==> src/design/core_pkg.sv <==
// core package: widths, reset pc, opcode/alu/branch enums, decoded instruction struct
package core_pkg;

    localparam int XLEN           = 32;
    localparam int REG_ADDR_WIDTH = 5;

    localparam logic [XLEN-1:0] RESET_PC  = 32'h0000_0000;
    localparam logic [XLEN-1:0] INST_STEP = 32'd4;  // bytes per instruction

    // major opcodes the core executes, all others retire as no-ops
    typedef enum logic [6:0] {
        OPC_OP     = 7'b0110011,
        OPC_OP_IMM = 7'b0010011,
        OPC_LUI    = 7'b0110111,
        OPC_AUIPC  = 7'b0010111,
        OPC_BRANCH = 7'b1100011,
        OPC_JAL    = 7'b1101111,
        OPC_JALR   = 7'b1100111
    } opcode_e;

    typedef enum logic [3:0] {
        ALU_ADD,
        ALU_SUB,
        ALU_AND,
        ALU_OR,
        ALU_XOR,
        ALU_SLT,
        ALU_SLTU,
        ALU_SLL,
        ALU_SRL,
        ALU_SRA,
        ALU_PASS_B  // lui
    } alu_op_e;

    typedef enum logic [2:0] {
        BR_NONE,
        BR_BEQ,
        BR_BNE,
        BR_BLT,
        BR_BGE,
        BR_JAL,
        BR_JALR
    } br_op_e;

    typedef struct packed {
        alu_op_e                   alu_op;
        br_op_e                    br_op;
        logic                      use_imm;  // operand b is imm
        logic                      use_pc;   // operand a is pc
        logic [XLEN-1:0]           imm;
        logic [REG_ADDR_WIDTH-1:0] rd;
        logic                      rd_we;
    } dec_info_t;

endpackage
==> src/design/fetch_if.sv <==
// fetch interface: fetched instruction, its pc, and the next pc from execute
`timescale 1ns/1ps

interface fetch_if;

    logic                      inst_valid;  // single-cycle execute slot
    logic [core_pkg::XLEN-1:0] inst;
    logic [core_pkg::XLEN-1:0] pc;
    logic [core_pkg::XLEN-1:0] next_pc;
    logic                      redirect;    // jump or taken branch

    modport fetch (
        output inst_valid, inst, pc,
        input  next_pc, redirect
    );

    modport decode (
        input inst
    );

    modport execute (
        input  inst_valid, pc,
        output next_pc, redirect
    );

endinterface

==> src/design/cpu_top.sv <==
// cpu top level: fetch, decode, register file and execute with plain bus and retire ports
`timescale 1ns/1ps

module cpu_top (
    input  logic                                clk,
    input  logic                                rst_i,
    // wishbone classic instruction port
    output logic                                wb_cyc_o,
    output logic                                wb_stb_o,
    output logic [core_pkg::XLEN-1:0]           wb_adr_o,
    input  logic [core_pkg::XLEN-1:0]           wb_dat_i,
    input  logic                                wb_ack_i,
    // retire port
    output logic                                retire_valid_o,
    output logic [core_pkg::XLEN-1:0]           retire_pc_o,
    output logic [core_pkg::XLEN-1:0]           retire_next_pc_o,
    output logic                                retire_we_o,
    output logic [core_pkg::REG_ADDR_WIDTH-1:0] retire_rd_o,
    output logic [core_pkg::XLEN-1:0]           retire_data_o
);
    import core_pkg::*;

    logic [REG_ADDR_WIDTH-1:0] rs1_addr;
    logic [REG_ADDR_WIDTH-1:0] rs2_addr;
    logic [XLEN-1:0]           rs1_data;
    logic [XLEN-1:0]           rs2_data;
    dec_info_t                 dec;
    logic                      rd_we;
    logic [REG_ADDR_WIDTH-1:0] rd_addr;
    logic [XLEN-1:0]           rd_data;

    fetch_if u_fetch_if ();

    ifu u_ifu (
        .clk      (clk),
        .rst_i    (rst_i),
        .wb_cyc_o (wb_cyc_o),
        .wb_stb_o (wb_stb_o),
        .wb_adr_o (wb_adr_o),
        .wb_dat_i (wb_dat_i),
        .wb_ack_i (wb_ack_i),
        .fif      (u_fetch_if.fetch)
    );

    idu u_idu (
        .fif        (u_fetch_if.decode),
        .rs1_addr_o (rs1_addr),
        .rs2_addr_o (rs2_addr),
        .dec_o      (dec)
    );

    gpr u_gpr (
        .clk        (clk),
        .rst_i      (rst_i),
        .rs1_addr_i (rs1_addr),
        .rs2_addr_i (rs2_addr),
        .we_i       (rd_we),
        .waddr_i    (rd_addr),
        .wdata_i    (rd_data),
        .rs1_data_o (rs1_data),
        .rs2_data_o (rs2_data)
    );

    exu u_exu (
        .clk              (clk),
        .rst_i            (rst_i),
        .dec_i            (dec),
        .rs1_data_i       (rs1_data),
        .rs2_data_i       (rs2_data),
        .fif              (u_fetch_if.execute),
        .rd_we_o          (rd_we),
        .rd_addr_o        (rd_addr),
        .rd_data_o        (rd_data),
        .retire_valid_o   (retire_valid_o),
        .retire_pc_o      (retire_pc_o),
        .retire_next_pc_o (retire_next_pc_o),
        .retire_we_o      (retire_we_o),
        .retire_rd_o      (retire_rd_o),
        .retire_data_o    (retire_data_o)
    );

endmodule

==> src/design/exu.sv <==
// execute unit: alu, branch compare, next pc, register write and retire register
`timescale 1ns/1ps

module exu (
    input  logic                                clk,
    input  logic                                rst_i,
    input  core_pkg::dec_info_t                 dec_i,
    input  logic [core_pkg::XLEN-1:0]           rs1_data_i,
    input  logic [core_pkg::XLEN-1:0]           rs2_data_i,
    fetch_if.execute                            fif,
    // register file write port
    output logic                                rd_we_o,
    output logic [core_pkg::REG_ADDR_WIDTH-1:0] rd_addr_o,
    output logic [core_pkg::XLEN-1:0]           rd_data_o,
    // retire report, one cycle after execute
    output logic                                retire_valid_o,
    output logic [core_pkg::XLEN-1:0]           retire_pc_o,
    output logic [core_pkg::XLEN-1:0]           retire_next_pc_o,
    output logic                                retire_we_o,
    output logic [core_pkg::REG_ADDR_WIDTH-1:0] retire_rd_o,
    output logic [core_pkg::XLEN-1:0]           retire_data_o
);
    import core_pkg::*;

    logic [XLEN-1:0] op_a;
    logic [XLEN-1:0] op_b;
    logic [4:0]      shamt;
    logic [XLEN-1:0] alu_res;
    logic            eq;
    logic            lt;
    logic            taken;
    logic            link;
    logic [XLEN-1:0] seq_pc;
    logic [XLEN-1:0] target;
    logic [XLEN-1:0] wdata;

    assign op_a  = dec_i.use_pc ? fif.pc : rs1_data_i;
    assign op_b  = dec_i.use_imm ? dec_i.imm : rs2_data_i;
    assign shamt = op_b[4:0];

    always_comb begin
        case (dec_i.alu_op)
            ALU_ADD:    alu_res = op_a + op_b;
            ALU_SUB:    alu_res = op_a - op_b;
            ALU_AND:    alu_res = op_a & op_b;
            ALU_OR:     alu_res = op_a | op_b;
            ALU_XOR:    alu_res = op_a ^ op_b;
            ALU_SLT:    alu_res = {{(XLEN-1){1'b0}}, $signed(op_a) < $signed(op_b)};
            ALU_SLTU:   alu_res = {{(XLEN-1){1'b0}}, op_a < op_b};
            ALU_SLL:    alu_res = op_a << shamt;
            ALU_SRL:    alu_res = op_a >> shamt;
            ALU_SRA:    alu_res = $unsigned($signed(op_a) >>> shamt);
            ALU_PASS_B: alu_res = op_b;
            default:    alu_res = op_a + op_b;
        endcase
    end

    // branch compare straight off the register operands
    assign eq = (rs1_data_i == rs2_data_i);
    assign lt = ($signed(rs1_data_i) < $signed(rs2_data_i));

    always_comb begin
        case (dec_i.br_op)
            BR_BEQ:  taken = eq;
            BR_BNE:  taken = !eq;
            BR_BLT:  taken = lt;
            BR_BGE:  taken = !lt;
            BR_JAL,
            BR_JALR: taken = 1'b1;
            default: taken = 1'b0;
        endcase
    end

    assign link   = (dec_i.br_op == BR_JAL) || (dec_i.br_op == BR_JALR);
    assign seq_pc = fif.pc + INST_STEP;
    // jalr target comes from the alu with bit 0 dropped
    assign target = (dec_i.br_op == BR_JALR) ? {alu_res[XLEN-1:1], 1'b0} : fif.pc + dec_i.imm;
    assign wdata  = link ? seq_pc : alu_res;

    assign fif.next_pc  = taken ? target : seq_pc;
    assign fif.redirect = taken;

    assign rd_we_o   = fif.inst_valid && dec_i.rd_we;
    assign rd_addr_o = dec_i.rd;
    assign rd_data_o = wdata;

    always_ff @(posedge clk) begin
        if (rst_i) begin
            retire_valid_o <= 1'b0;
            retire_we_o    <= 1'b0;
        end else begin
            retire_valid_o <= fif.inst_valid;
            retire_we_o    <= rd_we_o;
        end
    end

    always_ff @(posedge clk) begin
        if (fif.inst_valid) begin
            retire_pc_o      <= fif.pc;
            retire_next_pc_o <= fif.next_pc;
            retire_rd_o      <= dec_i.rd;
            retire_data_o    <= wdata;
        end
    end

endmodule

==> src/design/gpr.sv <==
// general purpose register file: x1..x31, two async read ports, one write port
`timescale 1ns/1ps

module gpr (
    input  logic                                clk,
    input  logic                                rst_i,
    input  logic [core_pkg::REG_ADDR_WIDTH-1:0] rs1_addr_i,
    input  logic [core_pkg::REG_ADDR_WIDTH-1:0] rs2_addr_i,
    input  logic                                we_i,
    input  logic [core_pkg::REG_ADDR_WIDTH-1:0] waddr_i,
    input  logic [core_pkg::XLEN-1:0]           wdata_i,
    output logic [core_pkg::XLEN-1:0]           rs1_data_o,
    output logic [core_pkg::XLEN-1:0]           rs2_data_o
);
    import core_pkg::*;

    logic [XLEN-1:0] regs [1:(2**REG_ADDR_WIDTH)-1];  // no storage for x0

    always_ff @(posedge clk) begin
        if (rst_i) begin
            for (int i = 1; i < 2**REG_ADDR_WIDTH; i++) begin
                regs[i] <= '0;
            end
        end else if (we_i && waddr_i != '0) begin
            regs[waddr_i] <= wdata_i;
        end
    end

    // x0 reads as zero
    assign rs1_data_o = (rs1_addr_i == '0) ? '0 : regs[rs1_addr_i];
    assign rs2_data_o = (rs2_addr_i == '0) ? '0 : regs[rs2_addr_i];

endmodule

==> src/design/idu.sv <==
// instruction decode unit: opcode classification, immediates, alu and branch op select
`timescale 1ns/1ps

module idu (
    fetch_if.decode                              fif,
    output logic [core_pkg::REG_ADDR_WIDTH-1:0] rs1_addr_o,
    output logic [core_pkg::REG_ADDR_WIDTH-1:0] rs2_addr_o,
    output core_pkg::dec_info_t                 dec_o
);
    import core_pkg::*;

    logic [XLEN-1:0] inst;
    opcode_e         opcode;
    logic [2:0]      funct3;
    logic [6:0]      funct7;
    logic [XLEN-1:0] imm_i;
    logic [XLEN-1:0] imm_u;
    logic [XLEN-1:0] imm_b;
    logic [XLEN-1:0] imm_j;
    dec_info_t       dec;

    // shared by OP and OP_IMM, alt picks sub/sra
    function automatic alu_op_e alu_decode(input logic [2:0] f3, input logic alt);
        alu_op_e op;
        case (f3)
            3'b000:  op = alt ? ALU_SUB : ALU_ADD;
            3'b001:  op = ALU_SLL;
            3'b010:  op = ALU_SLT;
            3'b011:  op = ALU_SLTU;
            3'b100:  op = ALU_XOR;
            3'b101:  op = alt ? ALU_SRA : ALU_SRL;
            3'b110:  op = ALU_OR;
            default: op = ALU_AND;
        endcase
        return op;
    endfunction

    assign inst   = fif.inst;
    assign opcode = opcode_e'(inst[6:0]);
    assign funct3 = inst[14:12];
    assign funct7 = inst[31:25];

    assign imm_i = {{20{inst[31]}}, inst[31:20]};
    assign imm_u = {inst[31:12], 12'b0};
    assign imm_b = {{19{inst[31]}}, inst[31], inst[7], inst[30:25], inst[11:8], 1'b0};
    assign imm_j = {{11{inst[31]}}, inst[31], inst[19:12], inst[20], inst[30:21], 1'b0};

    always_comb begin
        dec        = '0;
        dec.alu_op = ALU_ADD;
        dec.br_op  = BR_NONE;
        dec.rd     = inst[11:7];
        case (opcode)
            OPC_OP: begin
                // only base funct7 values, M extension stays a no-op
                if (funct7 == 7'b0000000 || funct7 == 7'b0100000) begin
                    dec.alu_op = alu_decode(funct3, funct7[5]);
                    dec.rd_we  = 1'b1;
                end
            end
            OPC_OP_IMM: begin
                dec.alu_op  = alu_decode(funct3, funct3 == 3'b101 && funct7[5]);
                dec.use_imm = 1'b1;
                dec.imm     = imm_i;
                dec.rd_we   = 1'b1;
            end
            OPC_LUI: begin
                dec.alu_op  = ALU_PASS_B;
                dec.use_imm = 1'b1;
                dec.imm     = imm_u;
                dec.rd_we   = 1'b1;
            end
            OPC_AUIPC: begin
                dec.use_pc  = 1'b1;
                dec.use_imm = 1'b1;
                dec.imm     = imm_u;
                dec.rd_we   = 1'b1;
            end
            OPC_BRANCH: begin
                dec.imm = imm_b;
                case (funct3)
                    3'b000:  dec.br_op = BR_BEQ;
                    3'b001:  dec.br_op = BR_BNE;
                    3'b100:  dec.br_op = BR_BLT;
                    3'b101:  dec.br_op = BR_BGE;
                    default: dec.br_op = BR_NONE;  // unsigned forms unsupported
                endcase
            end
            OPC_JAL: begin
                dec.br_op = BR_JAL;
                dec.imm   = imm_j;
                dec.rd_we = 1'b1;
            end
            OPC_JALR: begin
                dec.br_op   = BR_JALR;
                dec.use_imm = 1'b1;  // alu forms rs1 + imm
                dec.imm     = imm_i;
                dec.rd_we   = 1'b1;
            end
            default: begin
                dec.rd_we = 1'b0;
            end
        endcase
        if (dec.rd == '0) begin
            dec.rd_we = 1'b0;  // x0 is never written
        end
    end

    assign rs1_addr_o = inst[19:15];
    assign rs2_addr_o = inst[24:20];
    assign dec_o      = dec;

endmodule

==> src/design/ifu.sv <==
// instruction fetch unit: pc, fetch sequencer and wishbone classic read master
`timescale 1ns/1ps

module ifu (
    input  logic                      clk,
    input  logic                      rst_i,
    // wishbone classic read master
    output logic                      wb_cyc_o,
    output logic                      wb_stb_o,
    output logic [core_pkg::XLEN-1:0] wb_adr_o,
    input  logic [core_pkg::XLEN-1:0] wb_dat_i,
    input  logic                      wb_ack_i,
    fetch_if.fetch                    fif
);
    import core_pkg::*;

    typedef enum logic [1:0] {
        S_ADV,   // advance to pc, open the first bus cycle
        S_REQ,   // bus cycle open, waiting on ack
        S_EXEC   // instruction handed to execute
    } fetch_state_e;

    fetch_state_e    state_q;
    logic [XLEN-1:0] pc_q;
    logic [XLEN-1:0] inst_q;

    // one instruction in flight, so this sequencer is the only stall point
    always_ff @(posedge clk) begin
        if (rst_i) begin
            state_q <= S_ADV;
            pc_q    <= RESET_PC;
        end else begin
            case (state_q)
                S_ADV: begin
                    state_q <= S_REQ;
                end
                S_REQ: begin
                    if (wb_ack_i) begin
                        state_q <= S_EXEC;
                    end
                end
                S_EXEC: begin
                    // step or follow the jump, next request opens right away
                    if (fif.redirect) begin
                        pc_q <= fif.next_pc;
                    end else begin
                        pc_q <= pc_q + INST_STEP;
                    end
                    state_q <= S_REQ;
                end
                default: begin
                    state_q <= S_ADV;
                end
            endcase
        end
    end

    // capture read data on the acknowledged cycle
    always_ff @(posedge clk) begin
        if (state_q == S_REQ && wb_ack_i) begin
            inst_q <= wb_dat_i;
        end
    end

    assign wb_cyc_o = (state_q == S_REQ);
    assign wb_stb_o = (state_q == S_REQ);
    assign wb_adr_o = pc_q;  // held until ack

    assign fif.inst_valid = (state_q == S_EXEC);  // one cycle per fetch
    assign fif.inst       = inst_q;
    assign fif.pc         = pc_q;

endmodule

==> config.mk <==
export PLATFORM = sky130hd
export DESIGN_NAME = cpu_top
export DESIGN_NICKNAME = d
export VERILOG_FILES = /design/src/design/core_pkg.sv /design/src/design/fetch_if.sv /design/src/design/cpu_top.sv /design/src/design/exu.sv /design/src/design/gpr.sv /design/src/design/idu.sv /design/src/design/ifu.sv
export SDC_FILE = /design/constraint.sdc
export NUM_CORES = 2
export LEC_CHECK = 0
export ABC_AREA = 1
export BUFFER_PORTS_ARGS = -buffer_cell sky130_fd_sc_hd__buf_2
export CORE_MARGIN = 1
export CORE_UTILIZATION = 32
export DETAILED_ROUTE_END_ITERATION = 7
export PLACE_DENSITY_LB_ADDON = 0.08
export SLEW_MARGIN = 5
export SYNTH_ARGS = -nofsm -noshare
export SYNTH_HDL_FRONTEND = slang
export SYNTH_SLANG_ARGS = --single-unit
==> constraint.sdc <==
create_clock -name clk -period 5.48 [get_ports clk]
set_clock_uncertainty 0.05 [all_clocks]
set_input_delay 1.096 -clock clk [delete_from_list [all_inputs] [get_ports clk]]
set_output_delay 1.096 -clock clk [all_outputs]
set_load 0.02 [all_outputs]
==> out/results.ini <==
[finish]
post_layout_nonfiller_instances=13700
final_layout_size_suffix_gt1_frac=0.205
syn2layout_area_growth_pct=26.8
nets=10600
final_common_cell=nand2_1
utilization=0.410
layout.cells.most_common_list=nand2_1, nand3_1, nor2_1
stdcell_area_sq_mm=0.0957

[timing]
finalCriticalPeriod_ns=5.52
maxSlewViolCount=0
timing.fmax_ghz=0.181
timing.slew.headroom=0.0393
post_route_setup_tns_ns=-0.623
hold_violations=0
grt_setup_unrepaired=true
hold_slack_ns=0.378
worst_margin_pin_slew_ns=1.43
final.setup.worst_slack_ns=-0.0386
setup_viol_count_final=25
final.period_utilization=1.01

[clocking]
hold_buffers=0
maximum_number_of_buffers_from_clock_root_to_sink=3
cts-htree-levels=4
insertion_delay_ns=0.85
clk_pin_slew_ns=0.08
cts-root-buf=clkbuf_16
numCtsBuffers=148
clock_sink_total=1203
cts_tree=yes

[synthesis]
area_of_the_mapped_netlist_sq_mm=0.0754
yosys_register_bits=1203
mean_instance_size_in_the_synthesized_netlist_sq_um=7.89
synth-edff-count=1157
ys_warn_count=0
predominant_post_synthesis_flop_cell=edfxtp_1
yosysSeqAreaShare=0.473
synth.lib_cells_used.distinct=62
ys_async_sr_fraction=0
syn_inst=9559

[worst_setup_path]
critical_path_peak_fanout=21
cpMaxStageDelayCell=dfxtp_4
critical-path-max-stage-delay_ns=0.43
critPathRequiredTime_ns=5.97
critPathKind=flip-flop to flip-flop
most_frequent_cell_on_the_critical_path=nand2_1
worstSetupEndpointType=flip-flop
crit_path_start_kind=flip-flop
cp_data_arrival_time_ns=6.01

[placement]
gpl_congestion=1.00
placement.setup.worst_slack_ns=-0.498
post-place-cells=13300
dpl_cell_area_sq_mm=0.0878
dpl.hpwl_microns=290000
buffer_ports.inserted=171

[detailed_routing]
met3_wirelength_microns=43100
maxUsedRoutingLayer=met5
wire_per_inst_microns=31.5
wl_met1_microns=177000
detail_route.drc_violations=1
via_per_inst=5.85
total_via_count_in_the_routed_design=79900
wirelength_microns=430000
met2_wirelength_microns=187000
residual_antenna_violating_net_count_after_detailed_routing=0
drt_first_pass_iters=8
first_iter_violations=12100

[floorplanning]
die_h_microns=488
fp.dieW_microns=488
fp.coreArea_sq_mm=0.233
design.portCount=172
initial_core_utilization=0.323
design.die.area_sq_mm=0.238
floorplan.rows=177

[global_routing]
via_count_of_the_first_global_routing_pass=73800
grt_max_degree=74
grt_antenna_before_repair=14
global_route_wire_length_before_repair_microns=584000
track_usage=0.348
globalRoute.totalOverflow=0

[power]
power-per-cell-area_mw_per_mm2=365
static-leakage-power_nw=39.7
total_power_mw=34.9
irDropWorstVdd_mv=0.301

[run_status]
violations=design-rule violations, negative setup slack
status=finished, violations left

[flow_run]
cap_viol_max_count=0

[worst_hold_path]
hp-class=input pin to flip-flop

==> critical path, delay by kind of cell, from the launching register on <==
family	cells	cell delay, ns
buffers and inverters	8	1.33
DFF	1	0.43
adders and majority gates	1	0.32
AOI/OAI and AO/OA	7	1.06
and+or+nand+nor	14	1.94
==> final timing paths <==
check	cells after the start	from	end	slack (ns)
hold reg to reg	2	u_ifu.fif.inst[19]$_DFFE_PP_	flip-flop	0.46
hold / removal	1	wb_dat_i[5]	u_ifu.fif.inst[5]$_DFFE_PP_	0.38
setup reg to reg	30	flip-flop	u_gpr.regs[21][0]$_SDFFCE_PN0P_	-0.04
setup / recovery	30	flip-flop	u_gpr.regs[21][0]$_SDFFCE_PN0P_	-0.04
==> metal layers <==
metal / GRT usage / up-vias
li1: - / 34600
met1: 0.471 / 39400
met2: 0.533 / 4941
met3: 0.0658 / 916
met4: 0.159 / 4
met5: 0 / -
==> timing repair <==
item	CTS	global route
pin swaps	15	86
resized for setup	124	318
endpoints found under the setup margin	764	832
cloned	11	21
buffers inserted	21	53
==> registers in the layout (all words and copies together) (netlist names), named ones only <==
name and count:
u_gpr.regs 1024, u_exu.retire_data_o 32, u_exu.retire_next_pc_o 32, u_exu.retire_pc_o 32, u_ifu.fif.inst 32, u_ifu.fif.pc 32, u_exu.retire_rd_o 5, u_ifu.state_q 2
u_exu.retire_valid_o 1, u_exu.retire_we_o 1
==> synth_stat cells, types with 48 or more instances <==
master	count	area share
nand2_1	2225	0.11
nand3_1	1516	0.10
nor2_1	1392	0.069
edfxtp_1	1157	0.46
o21ai_0	659	0.044
a21oi_1	455	0.030
inv_1	365	0.018
buf_2	312	0.021
clkbuf_1	303	0.015
o221ai_1	179	0.021
ha_1	161	0.027
buf_4	97	0.0097
o22ai_1	90	0.0075
xor2_1	52	0.0060
o211ai_1	50	0.0050
o21ai_1	48	0.0032
==> cell type report <==
class / instances / area (sq um)
fillers: 23700 / 138000
multi-input cells: 7178 / 35900
flip-flops and latches: 1203 / 35700
repair buffers: 1455 / 13700
clock buffers: 195 / 3950
well taps: 3132 / 3920
inverters: 419 / 1700
clock inverters: 76 / 723
repair inverters: 6 / 100
diodes: 7 / 17.5
==> cell families after synthesis <==
| group | after synthesis | synth area share |
|---|---|---|
| AO/OA/AOI/OAI | 1592 | 0.122 |
| XOR/XNOR | 60 | 0.00697 |
| adder cells (fa/ha/maj) | 164 | 0.0275 |
| buffers and inverters | 1209 | 0.0733 |
| flip-flops | 1203 | 0.473 |
| other | 1 | 0.0000497 |
| AND/OR/NAND/NOR | 5330 | 0.298 |
==> power by group <==
group	switching, mW	total (mW)	internal (mW)	leakage (nW)
registers	0.313	10.9	10.6	12.1
logic	9.17	14.2	5.02	25.3
clock network	4.38	9.88	5.49	2.27
Power figures use the tool's default switching activity.
